### src/include/switch_defines.svh
`ifndef SWITCH_DEFINES_SVH
`define SWITCH_DEFINES_SVH

`define SW_PORTS 4              // Input and output ports

`define SW_DATA_WIDTH 16        // Bits per packet word

`define SW_MAX_PKT 8            // Longest packet, header word included

`define SW_VOQ_DEPTH 16         // Entries per virtual output queue

`endif
### src/rtl/switch_pkg.sv
`include "switch_defines.svh"

package switch_pkg;

    // Port number, wide enough for every port
    typedef logic [$clog2(`SW_PORTS)-1:0] port_t;

    // Header word at the start of each packet
    typedef struct packed {
        port_t                                        dest;  // Output port
        port_t                                        src;   // Stamped by ingress
        logic [`SW_DATA_WIDTH-2*$bits(port_t)-1:0]    tag;
    } pkt_hdr_t;

    // One packet word, seen as a header or as plain data
    typedef union packed {
        pkt_hdr_t                   hdr;
        logic [`SW_DATA_WIDTH-1:0]  raw;
    } pkt_word_u;

    // Queue entry
    typedef struct packed {
        logic                       eop;
        logic [`SW_DATA_WIDTH-1:0]  data;
    } voq_word_t;

endpackage

### src/rtl/switch_ifs.sv
`timescale 1ns/100ps
`include "switch_defines.svh"

// Queue write path, one per input port
interface voq_wr_if;
    import switch_pkg::*;

    logic       wr_en;
    port_t      dest;       // Selects the queue of this input
    voq_word_t  entry;

    modport ingress (
        output wr_en,
        output dest,
        output entry
    );

    modport fabric (
        input  wr_en,
        input  dest,
        input  entry
    );
endinterface


### src/rtl/ingress_decoder.sv
`timescale 1ns/100ps
`include "switch_defines.svh"

module ingress_decoder (
    input  logic                        clk,
    input  logic                        arst_n,
    input  switch_pkg::port_t           src_port,
    input  logic                        wr_sop,
    input  logic                        wr_eop,
    input  logic                        wr_vld,
    input  logic [`SW_DATA_WIDTH-1:0]   wr_data,
    voq_wr_if.ingress                   wr
);
    import switch_pkg::*;

    pkt_word_u  in_word;
    port_t      dest_q;     // Destination of the packet in progress
    port_t      route;

    // Header word gets the source port stamped in
    always_comb begin
        in_word.raw = wr_data;
        if (wr_sop) begin
            in_word.hdr.src = src_port;
        end
    end

    assign route = wr_sop ? in_word.hdr.dest : dest_q;

    always_ff @(posedge clk or negedge arst_n) begin
        if (!arst_n) begin
            wr.wr_en <= 1'b0;
            dest_q   <= '0;
        end else begin
            wr.wr_en <= wr_vld;
            if (wr_vld && wr_sop) begin
                dest_q <= in_word.hdr.dest;     // Held until the next sop
            end
        end
    end

    always_ff @(posedge clk) begin
        if (wr_vld) begin
            wr.dest       <= route;
            wr.entry.data <= in_word.raw;
            wr.entry.eop  <= wr_eop;
        end
    end

endmodule

### src/flat_wrapper.sv
// flat-port wrapper written by rule: the top's interface ports become plain ports
module ingress_decoder_flat import switch_pkg::*;
  (clk, arst_n, src_port, wr_sop, wr_eop, wr_vld, wr_data, wr_wr_en, wr_dest, wr_entry);
  voq_wr_if wr_i ();
  input  logic clk;
  input  logic arst_n;
  input  switch_pkg::port_t src_port;
  input  logic wr_sop;
  input  logic wr_eop;
  input  logic wr_vld;
  input  logic [`SW_DATA_WIDTH-1:0] wr_data;
  output wire logic [$bits(wr_i.wr_en)-1:0] wr_wr_en;
  output wire logic [$bits(wr_i.dest)-1:0] wr_dest;
  output wire logic [$bits(wr_i.entry)-1:0] wr_entry;
  assign wr_wr_en = wr_i.wr_en;
  assign wr_dest = wr_i.dest;
  assign wr_entry = wr_i.entry;
  ingress_decoder u_core (.clk(clk), .arst_n(arst_n), .src_port(src_port), .wr_sop(wr_sop), .wr_eop(wr_eop), .wr_vld(wr_vld), .wr_data(wr_data), .wr(wr_i));
endmodule
### config.mk
export PLATFORM = sky130hd
export DESIGN_NAME = ingress_decoder_flat
export DESIGN_NICKNAME = d
export VERILOG_FILES = /design/src/rtl/switch_pkg.sv /design/src/rtl/switch_ifs.sv /design/src/rtl/ingress_decoder.sv /design/src/flat_wrapper.sv
export VERILOG_INCLUDE_DIRS = /design/src /design/src/include
export SDC_FILE = /design/constraint.sdc
export NUM_CORES = 1
export LEC_CHECK = 0
export BUFFER_PORTS_ARGS = -buffer_cell sky130_fd_sc_hd__buf_2
export CORE_AREA = 2 2 46 48
export CTS_CLUSTER_DIAMETER = 200
export CTS_CLUSTER_SIZE = 12
export DETAILED_ROUTE_END_ITERATION = 16
export DIE_AREA = 0 0 48 50
export PLACE_DENSITY = 0.72
export SLEW_MARGIN = 20
export SYNTH_ARGS = -nofsm -noshare
export SYNTH_HDL_FRONTEND = slang
export SYNTH_SLANG_ARGS = --single-unit
export TNS_END_PERCENT = 20
### constraint.sdc
create_clock -name clk -period 1.2 [get_ports clk]
set_input_delay 0.06 -clock clk [delete_from_list [all_inputs] [get_ports clk]]
set_output_delay 0.06 -clock clk [all_outputs]
set_load 0.02 [all_outputs]
== Word-level counts from Yosys, hierarchy flattened ==
Cells that the tools add are included.
Word-level totals
  register bits after elaboration: 22
  input port bits: 23
  output and inout port bits: 20
  logic and storage cells: 8
Cells by class
  muxes and demuxes: 2
  reduce and logical (&&, ||, !) cells: 1
Operators by type and width (number)
  two-way mux 2 bit: 2
  logical AND 1 bit: 1

== Logic depth before layout (Yosys ltp) ==
  depth in word-level cells: 1
  gate-level depth with buffers: 2
  mapped depth without buffers: 2

== Worst setup path after synthesis ==
No wires, ideal clock.
  path type: reg-to-reg
  start: reg u_core.dest_q[0]
  end: reg u_core.wr.dest[0], data pin
  arrival: 0.589 ns
  data required time: 0.940 ns
  path slack: 0.351 ns
  cell stages (with the launch flop): 2
  clock period less this slack: 0.849 ns
  cell sequence: dfrtp_1 mux2_2
On the way
  cells in the longest elaborated chain, start to end: 1
Ends and longest elaborated chain
  from (decl): line ingress_decoder.sv:17  | port_t dest_q;
  from (signal assigned): line ingress_decoder.sv:37  | dest_q <= in_word.hdr.dest;
  two-way mux 2 bit: line ingress_decoder.sv:28  | assign route = wr_sop ? in_word.hdr.dest : dest_q;
  named net u_core.route[0]: line ingress_decoder.sv:18  | port_t route;
  to (signal assigned): line ingress_decoder.sv:44  | wr.dest <= route;
  to (decl): line switch_ifs.sv:14  | output dest,
The timed path passes the listed nets, and every way through them passes these cells.
A chain may end at the register's enable or synchronous reset.

== Final worst setup path ==
  start: reg u_core.wr.dest[1]
  end: out wr_dest[1]
RTL lines
  to (decl): line flat_wrapper.sv:13  | output wire logic [$bits(wr_i.dest)-1:0] wr_dest;
No word-level cell between the ends.

==> impl_summary.md <==
Critical path
In this run the register-to-register setup slack is 320 ps. The count of cells along the worst register-to-register path is 1. The critical path starts at u_core.wr.dest[1]. The category of the worst setup path capture point is a primary output. The largest individual stage delay along the critical path comes from the cell sky130_fd_sc_hd__edfxtp_1. The worst setup path is launched from a flop.

The endpoint identified for the worst register-to-register timing path is u_core.wr.dest[0]. The cell class contributing the biggest share of worst-path delay is flip-flops. In this run the worst path has a maximum fanout of 1. The source of the worst register-to-register timing path is u_core.dest_q[0]. The worst setup path endpoint is wr_dest[1]. The data required time at the worst endpoint is 1140 ps.

Traced cell by cell, the critical path runs through buf_2. STA puts the critical path data arrival time at 850 ps. The critical path's largest stage delay is 390 ps.

The buffers plus inverters on the worst setup path is 1. In this run the number of cells on the critical path is 1. The critical path is of the flop to primary output type.

STA
Of the available clock period, the critical path in the final layout requires 76.1%. Setup violations remaining at the end of the flow were counted as 0. Static timing analysis puts the maximum clock frequency at 1100 MHz. The summed negative setup slack over all endpoints is 0 ps. The clock tree skew after final layout is 0.0395 ps.

In this run the tightest slew margin relative to its limit is 84.0%. The minimum clock period after layout is 913 ps. The slew at the pin with the worst max-slew slack is 240 ps. The final max-slew violation count came to 0. Setup repair after global routing left no endpoint under its margin. The final hold violation count is 0. The tightest hold path in the finished design has a slack of 59.6 ps.

Yosys
The number of synthesis warnings is 0. Synthesis inferred 22 register bits. The count of mapped cells out of synthesis is 29. Ranked by total cell area, the synthesized netlist is headed by sky130_fd_sc_hd__edfxtp_1 79%, sky130_fd_sc_hd__dfrtp_1 10%, sky130_fd_sc_hd__mux2_2 6.3%, sky130_fd_sc_hd__mux2_1 3.1%, sky130_fd_sc_hd__nand2_2 0.87%.

Summed over all instances, the cell type with the most area after synthesis is sky130_fd_sc_hd__edfxtp_1. The netlist uses 5 different library cells. Among all cell types in the netlist, the one instantiated most often is sky130_fd_sc_hd__edfxtp_1. The synthesized design contains 19 enable-type register cells.

The post-synthesis instance area is 719 sq um. Of the post-synthesis cell area, the dominant cell type holds 79.3%. Of the synthesized area, sequential elements account for 89.7%.

The most common flop cell mapped by yosys is sky130_fd_sc_hd__edfxtp_1. In the synthesized netlist the async set-or-reset flop fraction comes to 13.6%. By count the netlist is led by 19 x sky130_fd_sc_hd__edfxtp_1, 4 x sky130_fd_sc_hd__mux2_2, 3 x sky130_fd_sc_hd__dfrtp_1. Synthesis produced a netlist with a net count of 52.

In this run the mean area of a mapped cell was 24.8 sq um.

Route
The total wirelength of the detailed-routed design is 1.34 mm. The routed wire length per instance is 11.3 microns. The detailed-route DRC error count is 0. Using the TritonRoute via totals, the vias-per-cell ratio works out to 4.14. The first-iteration detailed-routing DRC count is 0. For this run, the detailed router's first-pass iteration total came to 1. The count of vias placed by the detailed router is 493. The antenna violation net count after detailed routing is 0.

GRT
Entering global routing, the biggest net connects 21 pins. The first global-routing pass estimated 1.95 mm of wire. The met3 global-route usage is 3.66%. In the global route stage, met1 resource usage came out at 11.8%. The overall fraction of global-route tracks in use is 11.7%. The via count of the first global-routing pass is 495. The layer flagged by global routing as most heavily used is met2. For this run the aggregate overflow at the end of global routing stands at 0. The initial antenna violation count is 0. The global routing met2 resource utilization is 20.7%.

Floorplan
In this run the standard cell core region covers 1900 sq um. The overall die width is 48 microns. Pin placement for this block handled 43 I/O pins. The die height is 50 microns.

The die area is 2400 sq um. The initial utilization of the core area, before any placement, comes to 37.8%. The number of cell rows is 16.

Layout
The finished layout holds 119 standard cells, fillers aside. The layout net count is 116. Of the cells placed in the final design, the portion with a size suffix greater than 1 is 55.4%.

The area growth from synthesis to layout is 60.9%. The final standard cell utilization of the core is 60.9%. The final-layout fill cell count is 141. The number of antenna diodes in the final layout is 0.

Power
Dividing total power by cell area gives a power density of 1290 nW/um^2. The worst IR drop on VDD is 0.575 mV. The leakage power summed over all cells is 0.500 nW.

Clock network
The TritonCTS sink count is 22. The later pin in the worst-skew pair is clocked with a latency of 290 ps. TritonCTS created 3 clock buffers.

TritonCTS built the clock tree. The clock-pin slew reported for the worst setup and hold paths after clock tree synthesis is 110 ps. In this run the number of H-tree levels came out at 1. The clock passes through at most 2 buffers.

CTS placed an instance of sky130_fd_sc_hd__clkbuf_4 at the clock tree root.

Flow run
The reported max-cap violation count is 0.

Worst hold path
The min-delay analysis places its worst path in the category primary input to flop.

Placed design
The count of input and output buffers is 42. The number of placed instances, taps included, is 99. Routability-driven placement finished with a final weighted congestion of 0.610. The detailed placer's ending HPWL is 926 microns.

Outcome
The flow ran to the end, and the final reports show no timing, DRC or antenna violations.
-- cell families after synthesis --
kind of cell / after synthesis / share of synthesized area (%)
DFF: 22 / 89.7
and+or+nand+nor: 1 / 0.870
muxes: 6 / 9.39
-- sequential cells by signal (all words and copies together), names as in the netlist --
signal,cells
u_core.wr.entry,17
u_core.dest_q,2
u_core.wr.wr_en,1
u_core.wr.dest,2
-- what timing repair did --
item,4_1_cts,5_1_grt
buffers inserted,0,0
gates resized for setup,0,0
hold buffers,16,0
hold endpoints to repair,20,0
-- metal layers --
layer | routed length [microns] | share of wire (%)
met5 | 0 | 0
met4 | 0 | 0
met3 | 145 | 11
met1 | 554 | 41
met2 | 643 | 48
-- how the worst min path moves through the flow --
| stage | endpoint | depth (start not counted) | start |
|---|---|---|---|
| after floorplan | u_core.dest_q[0] | 0 | arst_n |
| after global placement | u_core.dest_q[1] | 1 | arst_n |
| after detailed placement | u_core.dest_q[1] | 1 | arst_n |
| after CTS | u_core.wr.entry[13] | 2 | wr_data[13] |
| after global routing | u_core.wr.entry[13] | 2 | wr_data[13] |
| final | u_core.wr.entry[13] | 2 | wr_data[13] |
-- area by class of cell --
class / instances / area [sq um] / share of cell area [%]
clock buffers: 4 / 26.3 / 2.27
repair buffers: 59 / 378 / 32.6
flip-flops and latches: 22 / 646 / 55.8
well taps: 27 / 33.8 / 2.92
multi-input cells: 7 / 73.8 / 6.38
-- power by group --
| group | leakage, nW | switching [mW] | internal [mW] |
|---|---|---|---|
| sequential | 0.221 | 0.0163 | 0.903 |
| clock | 0.0150 | 0.197 | 0.129 |
| combinational | 0.263 | 0.127 | 0.114 |
| total | 0.500 | 0.340 | 1.15 |
-- cells in the final DEF, fill, tap and decap left out, drive strengths merged --
cell type	count
buf	43
clkbuf	4
dfrtp	3
dlygate4sd3	16
edfxtp	19
mux2	6
nand2	1
-- through the flow --
step	area, sq um	setup slack, ps	power, mW
6_report	1160	287	1.49
5_1_grt	1160	234	1.57
4_1_cts	1160	263	1.51
3_5_place_dp	971	328	1.14
3_3_place_gp	971	347	1.14
2_1_floorplan	719	351	1.04
Note: power is estimated with default switching activity, not from simulation.
