--- src/include/switch_defines.svh ---
`ifndef SWITCH_DEFINES_SVH
`define SWITCH_DEFINES_SVH

`define SW_PORTS 4              // Input and output ports

`define SW_DATA_WIDTH 16        // Bits per packet word

`define SW_MAX_PKT 8            // Longest packet, header word included

`define SW_VOQ_DEPTH 16         // Entries per virtual output queue

`endif
--- src/rtl/switch_pkg.sv ---
`include "switch_defines.svh"

package switch_pkg;

    // Port number, wide enough for every port
    typedef logic [$clog2(`SW_PORTS)-1:0] port_t;

    // Header word at the start of each packet
    typedef struct packed {
        port_t                                        dest;  // Output port
        port_t                                        src;   // Stamped by ingress
        logic [`SW_DATA_WIDTH-2*$bits(port_t)-1:0]    tag;
    } pkt_hdr_t;

    // One packet word, seen as a header or as plain data
    typedef union packed {
        pkt_hdr_t                   hdr;
        logic [`SW_DATA_WIDTH-1:0]  raw;
    } pkt_word_u;

    // Queue entry
    typedef struct packed {
        logic                       eop;
        logic [`SW_DATA_WIDTH-1:0]  data;
    } voq_word_t;

endpackage

--- src/rtl/switch_ifs.sv ---
`timescale 1ns/100ps
`include "switch_defines.svh"


// Queue read path, one per output port
interface voq_rd_if;
    import switch_pkg::*;

    logic                   rd_en;      // Pops the selected head
    port_t                  sel;        // Source queue
    logic [`SW_PORTS-1:0]   pkt_avail;  // Complete packet waiting, per source
    voq_word_t              entry;      // Head of the selected queue

    modport egress (
        output rd_en,
        output sel,
        input  pkt_avail,
        input  entry
    );

    modport fabric (
        input  rd_en,
        input  sel,
        output pkt_avail,
        output entry
    );
endinterface

--- src/rtl/egress_scheduler.sv ---
`timescale 1ns/100ps
`include "switch_defines.svh"

module egress_scheduler (
    input  logic                        clk,
    input  logic                        arst_n,
    voq_rd_if.egress                    rd,
    input  logic                        ready,
    output logic                        rd_sop,
    output logic                        rd_eop,
    output logic                        rd_vld,
    output logic [`SW_DATA_WIDTH-1:0]   rd_data
);
    import switch_pkg::*;

    localparam int N = `SW_PORTS;

    logic   locked_q;   // A packet is being forwarded
    port_t  grant_q;    // Current or last granted source
    logic   first_q;    // Next popped word opens a packet
    logic   found;
    port_t  pick;
    logic   take;

    // Round robin search, starting after the last grant
    always_comb begin
        port_t idx;
        found = 1'b0;
        pick  = grant_q;
        for (int k = 1; k <= N; k++) begin
            idx = port_t'(grant_q + port_t'(k));
            if (!found && rd.pkt_avail[idx]) begin
                found = 1'b1;
                pick  = idx;
            end
        end
    end

    assign take     = !rd_vld || ready;     // Output register free or being taken
    assign rd.sel   = grant_q;
    assign rd.rd_en = locked_q && take;

    always_ff @(posedge clk or negedge arst_n) begin
        if (!arst_n) begin
            locked_q <= 1'b0;
            grant_q  <= port_t'(N - 1);     // First search starts at source 0
            first_q  <= 1'b1;
            rd_vld   <= 1'b0;
            rd_sop   <= 1'b0;
            rd_eop   <= 1'b0;
        end else begin
            if (!locked_q && found) begin
                locked_q <= 1'b1;
                grant_q  <= pick;
            end else if (rd.rd_en && rd.entry.eop) begin
                locked_q <= 1'b0;           // Release only at the end of the packet
            end

            if (rd.rd_en) begin
                first_q <= rd.entry.eop;
            end

            if (take) begin
                rd_vld <= rd.rd_en;
                rd_sop <= rd.rd_en && first_q;
                rd_eop <= rd.rd_en && rd.entry.eop;
            end
        end
    end

    // Data held while ready is low
    always_ff @(posedge clk) begin
        if (rd.rd_en) begin
            rd_data <= rd.entry.data;
        end
    end

endmodule

--- src/flat_wrapper.sv ---
// flat-port wrapper written by rule: the top's interface ports become plain ports
module egress_scheduler_flat import switch_pkg::*;
  (clk, arst_n, ready, rd_sop, rd_eop, rd_vld, rd_data, rd_rd_en, rd_sel, rd_pkt_avail, rd_entry);
  voq_rd_if rd_i ();
  input  logic clk;
  input  logic arst_n;
  input  logic ready;
  output logic rd_sop;
  output logic rd_eop;
  output logic rd_vld;
  output logic [`SW_DATA_WIDTH-1:0] rd_data;
  output wire logic [$bits(rd_i.rd_en)-1:0] rd_rd_en;
  output wire logic [$bits(rd_i.sel)-1:0] rd_sel;
  input wire logic [$bits(rd_i.pkt_avail)-1:0] rd_pkt_avail;
  input wire logic [$bits(rd_i.entry)-1:0] rd_entry;
  assign rd_rd_en = rd_i.rd_en;
  assign rd_sel = rd_i.sel;
  assign rd_i.pkt_avail = rd_pkt_avail;
  assign rd_i.entry = rd_entry;
  egress_scheduler u_core (.clk(clk), .arst_n(arst_n), .rd(rd_i), .ready(ready), .rd_sop(rd_sop), .rd_eop(rd_eop), .rd_vld(rd_vld), .rd_data(rd_data));
endmodule
--- config.mk ---
export PLATFORM = sky130hd
export DESIGN_NAME = egress_scheduler_flat
export DESIGN_NICKNAME = d
export VERILOG_FILES = /design/src/rtl/switch_pkg.sv /design/src/rtl/switch_ifs.sv /design/src/rtl/egress_scheduler.sv /design/src/flat_wrapper.sv
export VERILOG_INCLUDE_DIRS = /design/src /design/src/include
export SDC_FILE = /design/constraint.sdc
export NUM_CORES = 1
export LEC_CHECK = 0
export BUFFER_PORTS_ARGS = -buffer_cell sky130_fd_sc_hd__buf_2
export CORE_ASPECT_RATIO = 1.1
export CORE_MARGIN = 5
export CORE_UTILIZATION = 47
export CTS_BUF_LIST = sky130_fd_sc_hd__clkbuf_8
export DETAILED_ROUTE_END_ITERATION = 8
export PLACE_DENSITY = 0.93
export SKIP_LAST_GASP = 1
export SYNTH_ARGS = -nofsm -noshare
export SYNTH_HDL_FRONTEND = slang
export SYNTH_SLANG_ARGS = --single-unit
export TNS_END_PERCENT = 20
--- constraint.sdc ---
create_clock -name clk -period 2 [get_ports clk]
set_clock_uncertainty 0.1 [all_clocks]
set_input_delay 0.4 -clock clk [delete_from_list [all_inputs] [get_ports clk]]
set_output_delay 0.4 -clock clk [all_outputs]
set_load 0.05 [all_outputs]
Yosys cells after proc, flatten, opt, wreduce, memory -nomap -nowiden
Cells that the tools add are included.
- bits in registers: 23
- input bits: 24
- output and inout bits: 22
- add/sub/neg operators: 3
- $lt $le $gt $ge: 4
- multiplexer cells: 17
- bitwise operators: 1
- reductions and logical operators: 16
- operators with widths (kind ; number):
    < comparator 2 x 3 -> 1 bit (second input constant) ; 4
    2-to-1 mux 1 bit ; 10
    binary-select mux 1 bit (select 2 bit) ; 4
    logical AND 1 bit ; 7
    2-to-1 mux 2 bit ; 3
    logical NOT 1 bit ; 5
    adder 2 bit (second input constant) ; 2
    AND reduction 3 bit ; 1
    nonzero test 3 bit ; 1
    adder 2 x 1 -> 2 bit (second input constant) ; 1
    nonzero test 2 bit ; 1
    logical OR 1 bit ; 1
    NOT 1 bit ; 1

Depth between registers and ports, before layout
Gate-level depths: netlist of run 1.
- depth in word-level cells: 15
- mapped depth: 5
- gate-level depth less buffers: 4

Least setup slack after synthesis of run 1
No wires, ideal clock.
- path type: flip-flop to flip-flop
- start point: register u_core.rd_vld
- end point: register u_core.first_q
- setup time: 83 ps
- arrival time: 2006 ps
- slack: -188 ps
- stages on the path, launching flop included: 4
- buffers on the path: 0
- path through: dfrtp_1 nand2b_1 and2_1 mux2_2
- cells in the longest elaborated chain, start to end: 3
- RTL lines (what ; line ; source):
    start, declared ; egress_scheduler.sv:11 ; output logic rd_vld,
    start signal, assigned ; egress_scheduler.sv:64 ; rd_vld <= rd.rd_en;
    logical NOT 1 bit ; egress_scheduler.sv:39 ; assign take = !rd_vld || ready;
    logical OR 1 bit ; egress_scheduler.sv:39 ;
    logical AND 1 bit ; egress_scheduler.sv:41 ; assign rd.rd_en = locked_q && take;
    net rd_rd_en ; flat_wrapper.sv:12 ; output wire logic [$bits(rd_i.rd_en)-1:0] rd_rd_en;
    end signal, assigned ; egress_scheduler.sv:60 ; first_q <= rd.entry.eop;
    end, declared ; egress_scheduler.sv:20 ; logic first_q;
The timed path passes the listed nets, and every way through them passes these cells.
A chain may end at the register's enable or synchronous reset.

Final worst setup path of run 1
- start point: register u_core.rd_vld
- end point: output rd_rd_en
- cells in the longest elaborated chain, start to end: 3
- RTL lines (what ; line):
    logical NOT 1 bit ; egress_scheduler.sv:39
    logical OR 1 bit ; egress_scheduler.sv:39
    logical AND 1 bit ; egress_scheduler.sv:41
    end, declared ; flat_wrapper.sv:12
Every way passes these cells.

==> results of run 1 <==
==> final timing paths <==
path / slack (ns) / end
max: 0.26 / rd_rd_en
min: 0.22 / u_core.rd_data[8]
max reg2reg: 0.41 / u_core.locked_q
min reg2reg: 0.38 / u_core.rd_eop
max in group asynchronous: 1.16 / u_core.first_q
min in group asynchronous: 0.41 / u_core.rd_vld
==> power groups by stage <==
stage	logic (mW)	registers (mW)	clock network [mW]
2_1_floorplan	0.325	1.18	0
3_3_place_gp	0.856	0.805	0
3_5_place_dp	0.876	0.819	0
4_1_cts	0.879	0.810	0.266
5_1_grt	0.919	0.827	0.289
6_report	0.872	0.809	0.256
==> cell type report <==
class / count / area, µm² / share of cell area [%]
clock buffers: 3 / 41.3 / 3.27
well taps: 28 / 35.0 / 2.77
multi-input cells: 34 / 263 / 20.8
repair buffers: 47 / 243 / 19.2
inverters: 5 / 18.8 / 1.49
clock inverters: 1 / 3.75 / 0.297
flip-flops and latches: 23 / 659 / 52.2
==> metrics by stage <==
step                hold slack, ns  power (mW)
floorplan                  0.00441        1.50
global placement             0.141        1.66
detailed placement           0.140        1.69
CTS                          0.217        1.95
global route                 0.207        2.03
finish                       0.222        1.94
==> per-layer routing <==
layer | vias up | GRT usage, % | routed length [µm]
met5 | - | 0 | 0
met3 | 0 | 4.70 | 232
met2 | 33 | 24.8 | 1020
li1 | 335 | - | -
met1 | 333 | 13.7 | 769
met4 | 0 | 3.28 | 0
==> cell families (layout without fill, tap and decap cells) <==
| family | count (synthesis) | count (layout) | share of synthesized area, % |
|---|---|---|---|
| and+or+nand+nor | 15 | 15 | 9.82 |
| buffers and inverters | 7 | 56 | 3.66 |
| xor gates and xnor gates | 1 | 1 | 0.916 |
| DFF | 23 | 23 | 69.0 |
| muxes | 3 | 3 | 4.58 |
| AOI/OAI and AO/OA | 15 | 15 | 12.0 |
==> state kept, by name, indices dropped and copies added (netlist names) <==
name,flops
u_core.locked_q,1
u_core.rd_vld,1
u_core.rd_eop,1
u_core.rd_sop,1
u_core.rd_data,16
u_core.first_q,1
u_core.rd.sel,2
==> worst register-to-register path, cell delays in order (launching register included) <==
cell and delay [ns]:
dfstp_2 0.66, nor3b_2 0.25, a32oi_2 0.15, and2_1 0.18, o21bai_1 0.15
==> layout by cell type (no fill, tap or decap), drive strengths merged, types with 2 or more instances in the layout <==
cell type	synthesis	final
nand2b	2	2
dfstp	3	3
buf	2	46
edfxtp	16	16
nor3b	2	2
and2	2	2
a21oi	3	3
a32oi	2	2
clkbuf	0	3
inv	5	6
dfrtp	4	4
o21bai	2	2
o21ai	3	3
nor2	2	2
==> timing repair <==
action	in CTS	in global routing
endpoints found under the hold margin	4	0
hold buffers	1	0
buffers inserted	0	0
==> summary.md, run 1 <==
| Metric | Value |
|---|---|
| Post-synth EDFFs | 16 |
| WL per Instance | 14.4 µm |
| # resized after CTS | 0 |
| Slew Viols, Final | 0 |
| Seq pwr share | 41.8% |
| Int Power | 1.08 mW |
| DP Worst Slack | 0.354 ns |
| Maximum root-to-sink buffer count | 2 |
| Levels on crit path | 3 |
| Core area | 1980 µm² |
| R2R depth | 4 |
| Status | complete, no violations |
| Post-synthesis sequential area ratio | 69.0% |
| Hold_sp | rd_entry[8] |
| Initial antenna violation count | 0 |
| Top cells by count, synth | 16 x edfxtp_1, 5 x inv_1, 4 x dfrtp_1 |
| Maximum vdd drop | 0.000745 V |
| Syn Area/Cell | 14.9 µm² |
| Comb pwr share | 45.0% |
| Placed cell area | 1210 µm² |
| Critical-path top delay cell | dfrtp_1 |
| DR vias | 701 |
| Achievable Freq | 0.576 GHz |
| DP HPWL | 1650 µm |
| Number of antenna diodes | 0 |
| Die ar. | 3040 µm² |
| Crit start category | flip-flop |
| Post-synth top flop | edfxtp_1 |
| First-pass GRT wire length | 2930 µm |
| Synth top area share | 50.3% |
| CTS sink cnt | 23 |
| Net count, final | 138 |
| WHS Path Cells | 1 |
| Unique masters post-synth | 33 |
| 1st-iter DRT viols | 10 |
| Final setup violation count | 0 |
| Htree depth | 1 |
| Row count | 17 |
| Final period util | 86.8% |
| DRC Markers | 0 |
| Setup ws final | 0.264 ns |
| Switch share | 44.4% |
| Fillers | 145 |
| Crit-path max FO | 6 |
| Post-route insts no fill | 141 |
| Synthesized cell area | 956 µm² |
| Slew margin rel. | 82.7% |
| Worst-Skew Late Latency | 0.25 ns |
| Drt first pass iters | 2 |
| Largest net degree at the start of global routing | 18 |
| Synth-to-layout area growth | 32.2% |
| All-Layer GR Usage | 13.3% |
| Cts bufs inserted | 3 |
| Worst Tran Pin Value | 0.261 ns |
| Vias in the first global route | 653 |
| Final hold viol count | 0 |
| Unrepaired setup endpoints after global routing | false |
| Pwr/cell area | 1530 nW/µm² |
| CTS tree | built |
| Clock-pin slew on the worst setup and hold paths | 0.07 ns |
| Synth Register Bits | 23 |
| Crit-path leading delay family | flip-flops |
| Warnings, synthesis | 0 |
| PortBufs | 45 |
| Root Driver | clkbuf_8 |
| Arr. time, crit path | 1.24 ns |
| Count leader, synth | edfxtp_1 |
| WP buf/inv | 1 |
| Core Util, Final | 63.9% |
| Setup TNS Final | 0 ns |
| # Max-Cap Violations | 0 |
| Worst r2r src | u_core.rd.sel[1] |
| Routed Antenna Nets | 0 |
| Worst Path Required | 1.50 ns |
| Critical Path, Cell by Cell | nand2b_1 > and2_2 > buf_2 |
| RD Place Congestion | 0.721 |
| Cell taking the most area after synthesis | edfxtp_1 |
| CP startpoint | u_core.rd_vld |
| Total gr overflow | 0 |
| Leakage Power | 0.568 nW |
| Post-route design area | 1260 µm² |
| Psw | 861 µW |
| Initial Util | 48.3% |
| Crit path kind | reg2out |
| Minimum clock period after layout | 1.74 ns |
| Synth top area cells | edfxtp_1 50%, dfrtp_1 10%, dfstp_2 8.2%, mux4_2 2.4%, inv_1 2.0% |
| Hold crit path type | in2reg |
| Asr flop ratio synth | 30.4% |
| Placed instance count | 136 |
| Die Y | 57.3 µm |
| Endpoint class of the critical path | output pin |
| Clock power share | 13.2% |
| Die W | 53 µm |
| Share of layout cells above drive strength 1 | 52.2% |
| Top Ports | 46 |
| Max incr delay on CP | 0.38 ns |
| Via density per instance | 4.97 |
| Mapped Cells | 64 |
| Overall routed net length | 2030 µm |
| Post-Syn Nets | 88 |
(Power assumes the default switching activity.)
==> run 2, diff against run 1 <==
--- a/config.mk
+++ b/config.mk
@@ -6,12 +6,13 @@
 export SDC_FILE = /design/constraint.sdc
 export NUM_CORES = 1
 export LEC_CHECK = 0
+export ABC_AREA = 1
 export BUFFER_PORTS_ARGS = -buffer_cell sky130_fd_sc_hd__buf_2
 export CORE_ASPECT_RATIO = 1.1
-export CORE_MARGIN = 5
-export CORE_UTILIZATION = 47
+export CORE_UTILIZATION = 48
 export CTS_BUF_LIST = sky130_fd_sc_hd__clkbuf_8
 export DETAILED_ROUTE_END_ITERATION = 8
+export GPL_TIMING_DRIVEN = 0
 export PLACE_DENSITY = 0.93
 export SKIP_LAST_GASP = 1
 export SYNTH_ARGS = -nofsm -noshare
==> summary.md, run 2 <==
| Metric | Value |
|---|---|
| Setup ws final | 0.250 ns (-0.0141 ns) |
| Largest net degree at the start of global routing | 19 (+1) |
| WP buf/inv | 2 (+1) |
| Critical Path, Cell by Cell | inv_1 > nor2_1 > nor2_4 > buf_2 |
| Comb pwr share | 55.9% (+11 points) |
| Most frequent cells in the layout | 45 x buf_2, 41 x nand2_1, 16 x edfxtp_1 |
| Initial Util | 51.8% (+3.5 points) |
| Critical-path top delay cell | dfrtp_1 |
| Crit path kind | reg2out |
| Worst Path Required | 1.50 ns (about the same) |
| RD Place Congestion | 0.836 (+16%) |
| 1st-iter DRT viols | 13 (+3) |
| DP HPWL | 1580 µm (-4.0%) |
| Met2 usage in global routing | 32.2% (+7.4 points) |
| CTS sink cnt | 23 (unchanged) |
| Post-Syn Nets | 127 (+44%) |
| Total gr overflow | 0 (unchanged) |
| Main combinational cell family by area after synthesis | simple AND/OR/NAND/NOR gates |
| Synth-to-layout area growth | 31.5% |
| Endpoint class of the critical path | output pin |
| Syn Area/Cell | 10.2 µm² (-32%) |
| Crit start category | flip-flop |
| Initial antenna violation count | 0 (unchanged) |
| Net count, final | 179 (+30%) |
| Synth Register Bits | 23 (unchanged) |
| Post-synth EDFFs | 16 (unchanged) |
| First-pass GRT wire length | 3070 µm (+5.0%) |
| Slew Viols, Final | 0 (unchanged) |
| Area occupied by registers | 659 µm² (unchanged) |
| DP Worst Slack | 0.169 ns (-0.185 ns) |
| Slew margin rel. | 76.3% (-6.4 points) |
| Seq pwr share | 32.4% (-9.4 points) |
| Final period util | 87.5% (+0.70 points) |
| Reg with most FFs | u_core.rd_data |
| All-Layer GR Usage | 18.6% (+5.3 points) |
| Warnings, synthesis | 0 (unchanged) |
| Arr. time, crit path | 1.25 ns (about the same) |
| Htree depth | 1 (unchanged) |
| Overall routed net length | 2040 µm (+0.49%) |
| Hold_sp | rd_entry[9] |
| Synth Area in XOR/XNOR | 0% (-0.92 points) |
| Maximum root-to-sink buffer count | 2 (unchanged) |
| Worst Tran Pin Value | 0.355 ns (+0.0935 ns) |
| Met3 usage | 4.95% (+0.25 points) |
| Top cells by count, synth | 41 x nand2_1, 16 x edfxtp_1, 9 x nand2_2 |
| R2r endpoint | u_core.rd.sel[1] |
| DR vias | 860 (+23%) |
| Maximum vdd drop | 0.000814 V (+9.2%) |
| CTS tree | built |
| Synthesized cell area | 1050 µm² (+9.6%) |
| Synth top area share | 45.9% (-4.4 points) |
| Int Power | 1.16 mW (+8.0%) |
| Worst Hold End | u_core.rd_data[9] |
| Vias in the first global route | 750 (+15%) |
| Leading cell type in the layout, fill and taps excluded | buf_2 |
| Number of antenna diodes | 0 (unchanged) |
| DRC Markers | 0 (unchanged) |
| Top Ports | 46 (unchanged) |
| Max incr delay on CP | 0.36 ns (-0.02 ns) |
| Setup TNS Final | 0 ns (unchanged) |
| Die W | 46.5 µm (-12%) |
| Clock-pin slew on the worst setup and hold paths | 0.08 ns (about the same) |
| Core Util, Final | 68.2% (+4.3 points) |
| Crit-path leading delay family | flip-flops |
| Simple-Gate Fraction of Synth Area | 28.0% (+18 points) |
| Unique masters post-synth | 17 (-48%) |
| Psw | 1.10 mW (+28%) |
| Die ar. | 2370 µm² (-22%) |
| Post-synthesis sequential area ratio | 63.0% (-6.0 points) |
| Worst-Skew Late Latency | 0.26 ns (about the same) |
| Worst r2r src | u_core.rd.sel[0] |
| Final hold viol count | 0 (unchanged) |
| Leakage Power | 0.699 nW (+23%) |
| Mapped Cells | 103 (+61%) |
| Cell taking the most area after synthesis | edfxtp_1 |
| Via density per instance | 4.73 (-5.0%) |
| Row count | 17 (unchanged) |
| Minimum clock period after layout | 1.75 ns (+0.0141 ns) |
| Final setup violation count | 0 (unchanged) |
| Die Y | 51.0 µm (-11%) |
| Max FFs per register | 16 (unchanged) |
| # resized after CTS | 0 (unchanged) |
| Routed Antenna Nets | 0 (unchanged) |
| # Max-Cap Violations | 0 (unchanged) |
| WHS Path Cells | 1 (unchanged) |
| Drt first pass iters | 4 (+2) |
| Share of layout cells above drive strength 1 | 45.5% (-6.8 points) |
| Switch share | 48.6% (+4.2 points) |
| Fillers | 156 (+7.6%) |
| M1 GR Usage | 20.0% (+6.4 points) |
| Hold crit path type | in2reg |
| Pwr/cell area | 1640 nW/µm² (+7.1%) |
| Clock power share | 11.7% (-1.5 points) |
| Synth top area cells | edfxtp_1 46%, nand2_1 15%, dfrtp_1 9.6%, dfstp_2 7.5%, nand2_2 5.4% |
| Post-synth top flop | edfxtp_1 |
| Area of the multi-input gates | 329 µm² (+25%) |
| Adder-cell share of the synthesized area | 0% (unchanged) |
| Crit-path max FO | 4 (-2) |
| Core area | 2020 µm² (+2.2%) |
| Synth Area in Compound Gates | 2.75% (-9.3 points) |
| Achievable Freq | 0.571 GHz (-0.80%) |
| Gr busiest metal | met2 |
| Count leader, synth | nand2_1 |
| Unrepaired setup endpoints after global routing | false |
| R2R depth | 9 (+5) |
| R2r setup slk | 0.46 ns (+0.05 ns) |
| Root Driver | clkbuf_8 |
| PortBufs | 45 (unchanged) |
| WL per Instance | 11.2 µm (-22%) |
| Asr flop ratio synth | 30.4% (unchanged) |
| Mux share of post-synthesis cell area | 0% (-4.6 points) |
| Cts bufs inserted | 3 (unchanged) |
| Status | complete, no violations |
==> run 2: cell count changes in the layout (fill, tap and decap cells not counted), moves of 2 or more <==
cell / before / now
buf_6: 0 / 2
nand2_1: 1 / 41
nand2_2: 0 / 9
nand2_4: 0 / 2
nand2b_1: 2 / 0
nand3_1: 1 / 7
==> run 2: worst max-delay path by stage <==
stage | startpoint | end | slack [ns] | cells past startpoint
finish | u_core.rd_vld | rd_rd_en | 0.25 | 4
global route | u_core.rd_vld | rd_rd_en | 0.20 | 4
CTS | u_core.rd_vld | rd_rd_en | 0.26 | 4
floorplan | u_core.rd_vld | u_core.locked_q | 0.19 | 6
global placement | ready | rd_rd_en | 0.19 | 4
detailed placement | ready | rd_rd_en | 0.17 | 4
==> run 2: area by class of cell <==
type	instances	share of cell area (%)
Sequential cell	23	47.9
Multi-Input combinational cell	69	23.9
Timing Repair Buffer	47	17.6
Inverter	9	3.18
Clock buffer	3	3.00
Tap cell	28	2.54
Buffer	2	1.63
Clock inverter	1	0.272
==> run 2: logic make-up after synthesis <==
kind of cell    Yosys count
simple gates             64
buf+inv                  11
compound gates            5
flops                    23
==> run 2: through the flow <==
step / total power, mW / cells / hold WS, ns / area (µm²)
finish: 2.26 / 182 / 0.217 / 1380
global route: 2.40 / 182 / 0.204 / 1380
CTS: 2.28 / 182 / 0.213 / 1380
detailed placement: 2.00 / 176 / 0.138 / 1320
global placement: 1.96 / 176 / 0.137 / 1320
floorplan: 1.76 / 103 / 0.00441 / 1050
==> run 2: power groups by stage <==
stage          Sequential (mW)  Clock [mW]  Combinational, mW
2_1_floorplan             1.13           0              0.631
3_3_place_gp             0.737           0               1.22
3_5_place_dp             0.741           0               1.25
4_1_cts                  0.733       0.275               1.27
5_1_grt                  0.748       0.287               1.37
6_report                 0.731       0.264               1.26
==> run 2: what timing repair did <==
action | in CTS | in global routing
buffers inserted | 1 | 0
setup endpoints to repair | 1 | 0
hold endpoints to repair | 4 | 0
hold buffers | 1 | 0
==> run 2: layer usage <==
layer / part of all wire, % / wire, µm / up-vias
met5: 0 / 0 / -
met4: 0.79 / 16 / 0
met3: 11 / 223 / 2
met2: 49 / 1010 / 45
met1: 39 / 790 / 378
li1: - / - / 435
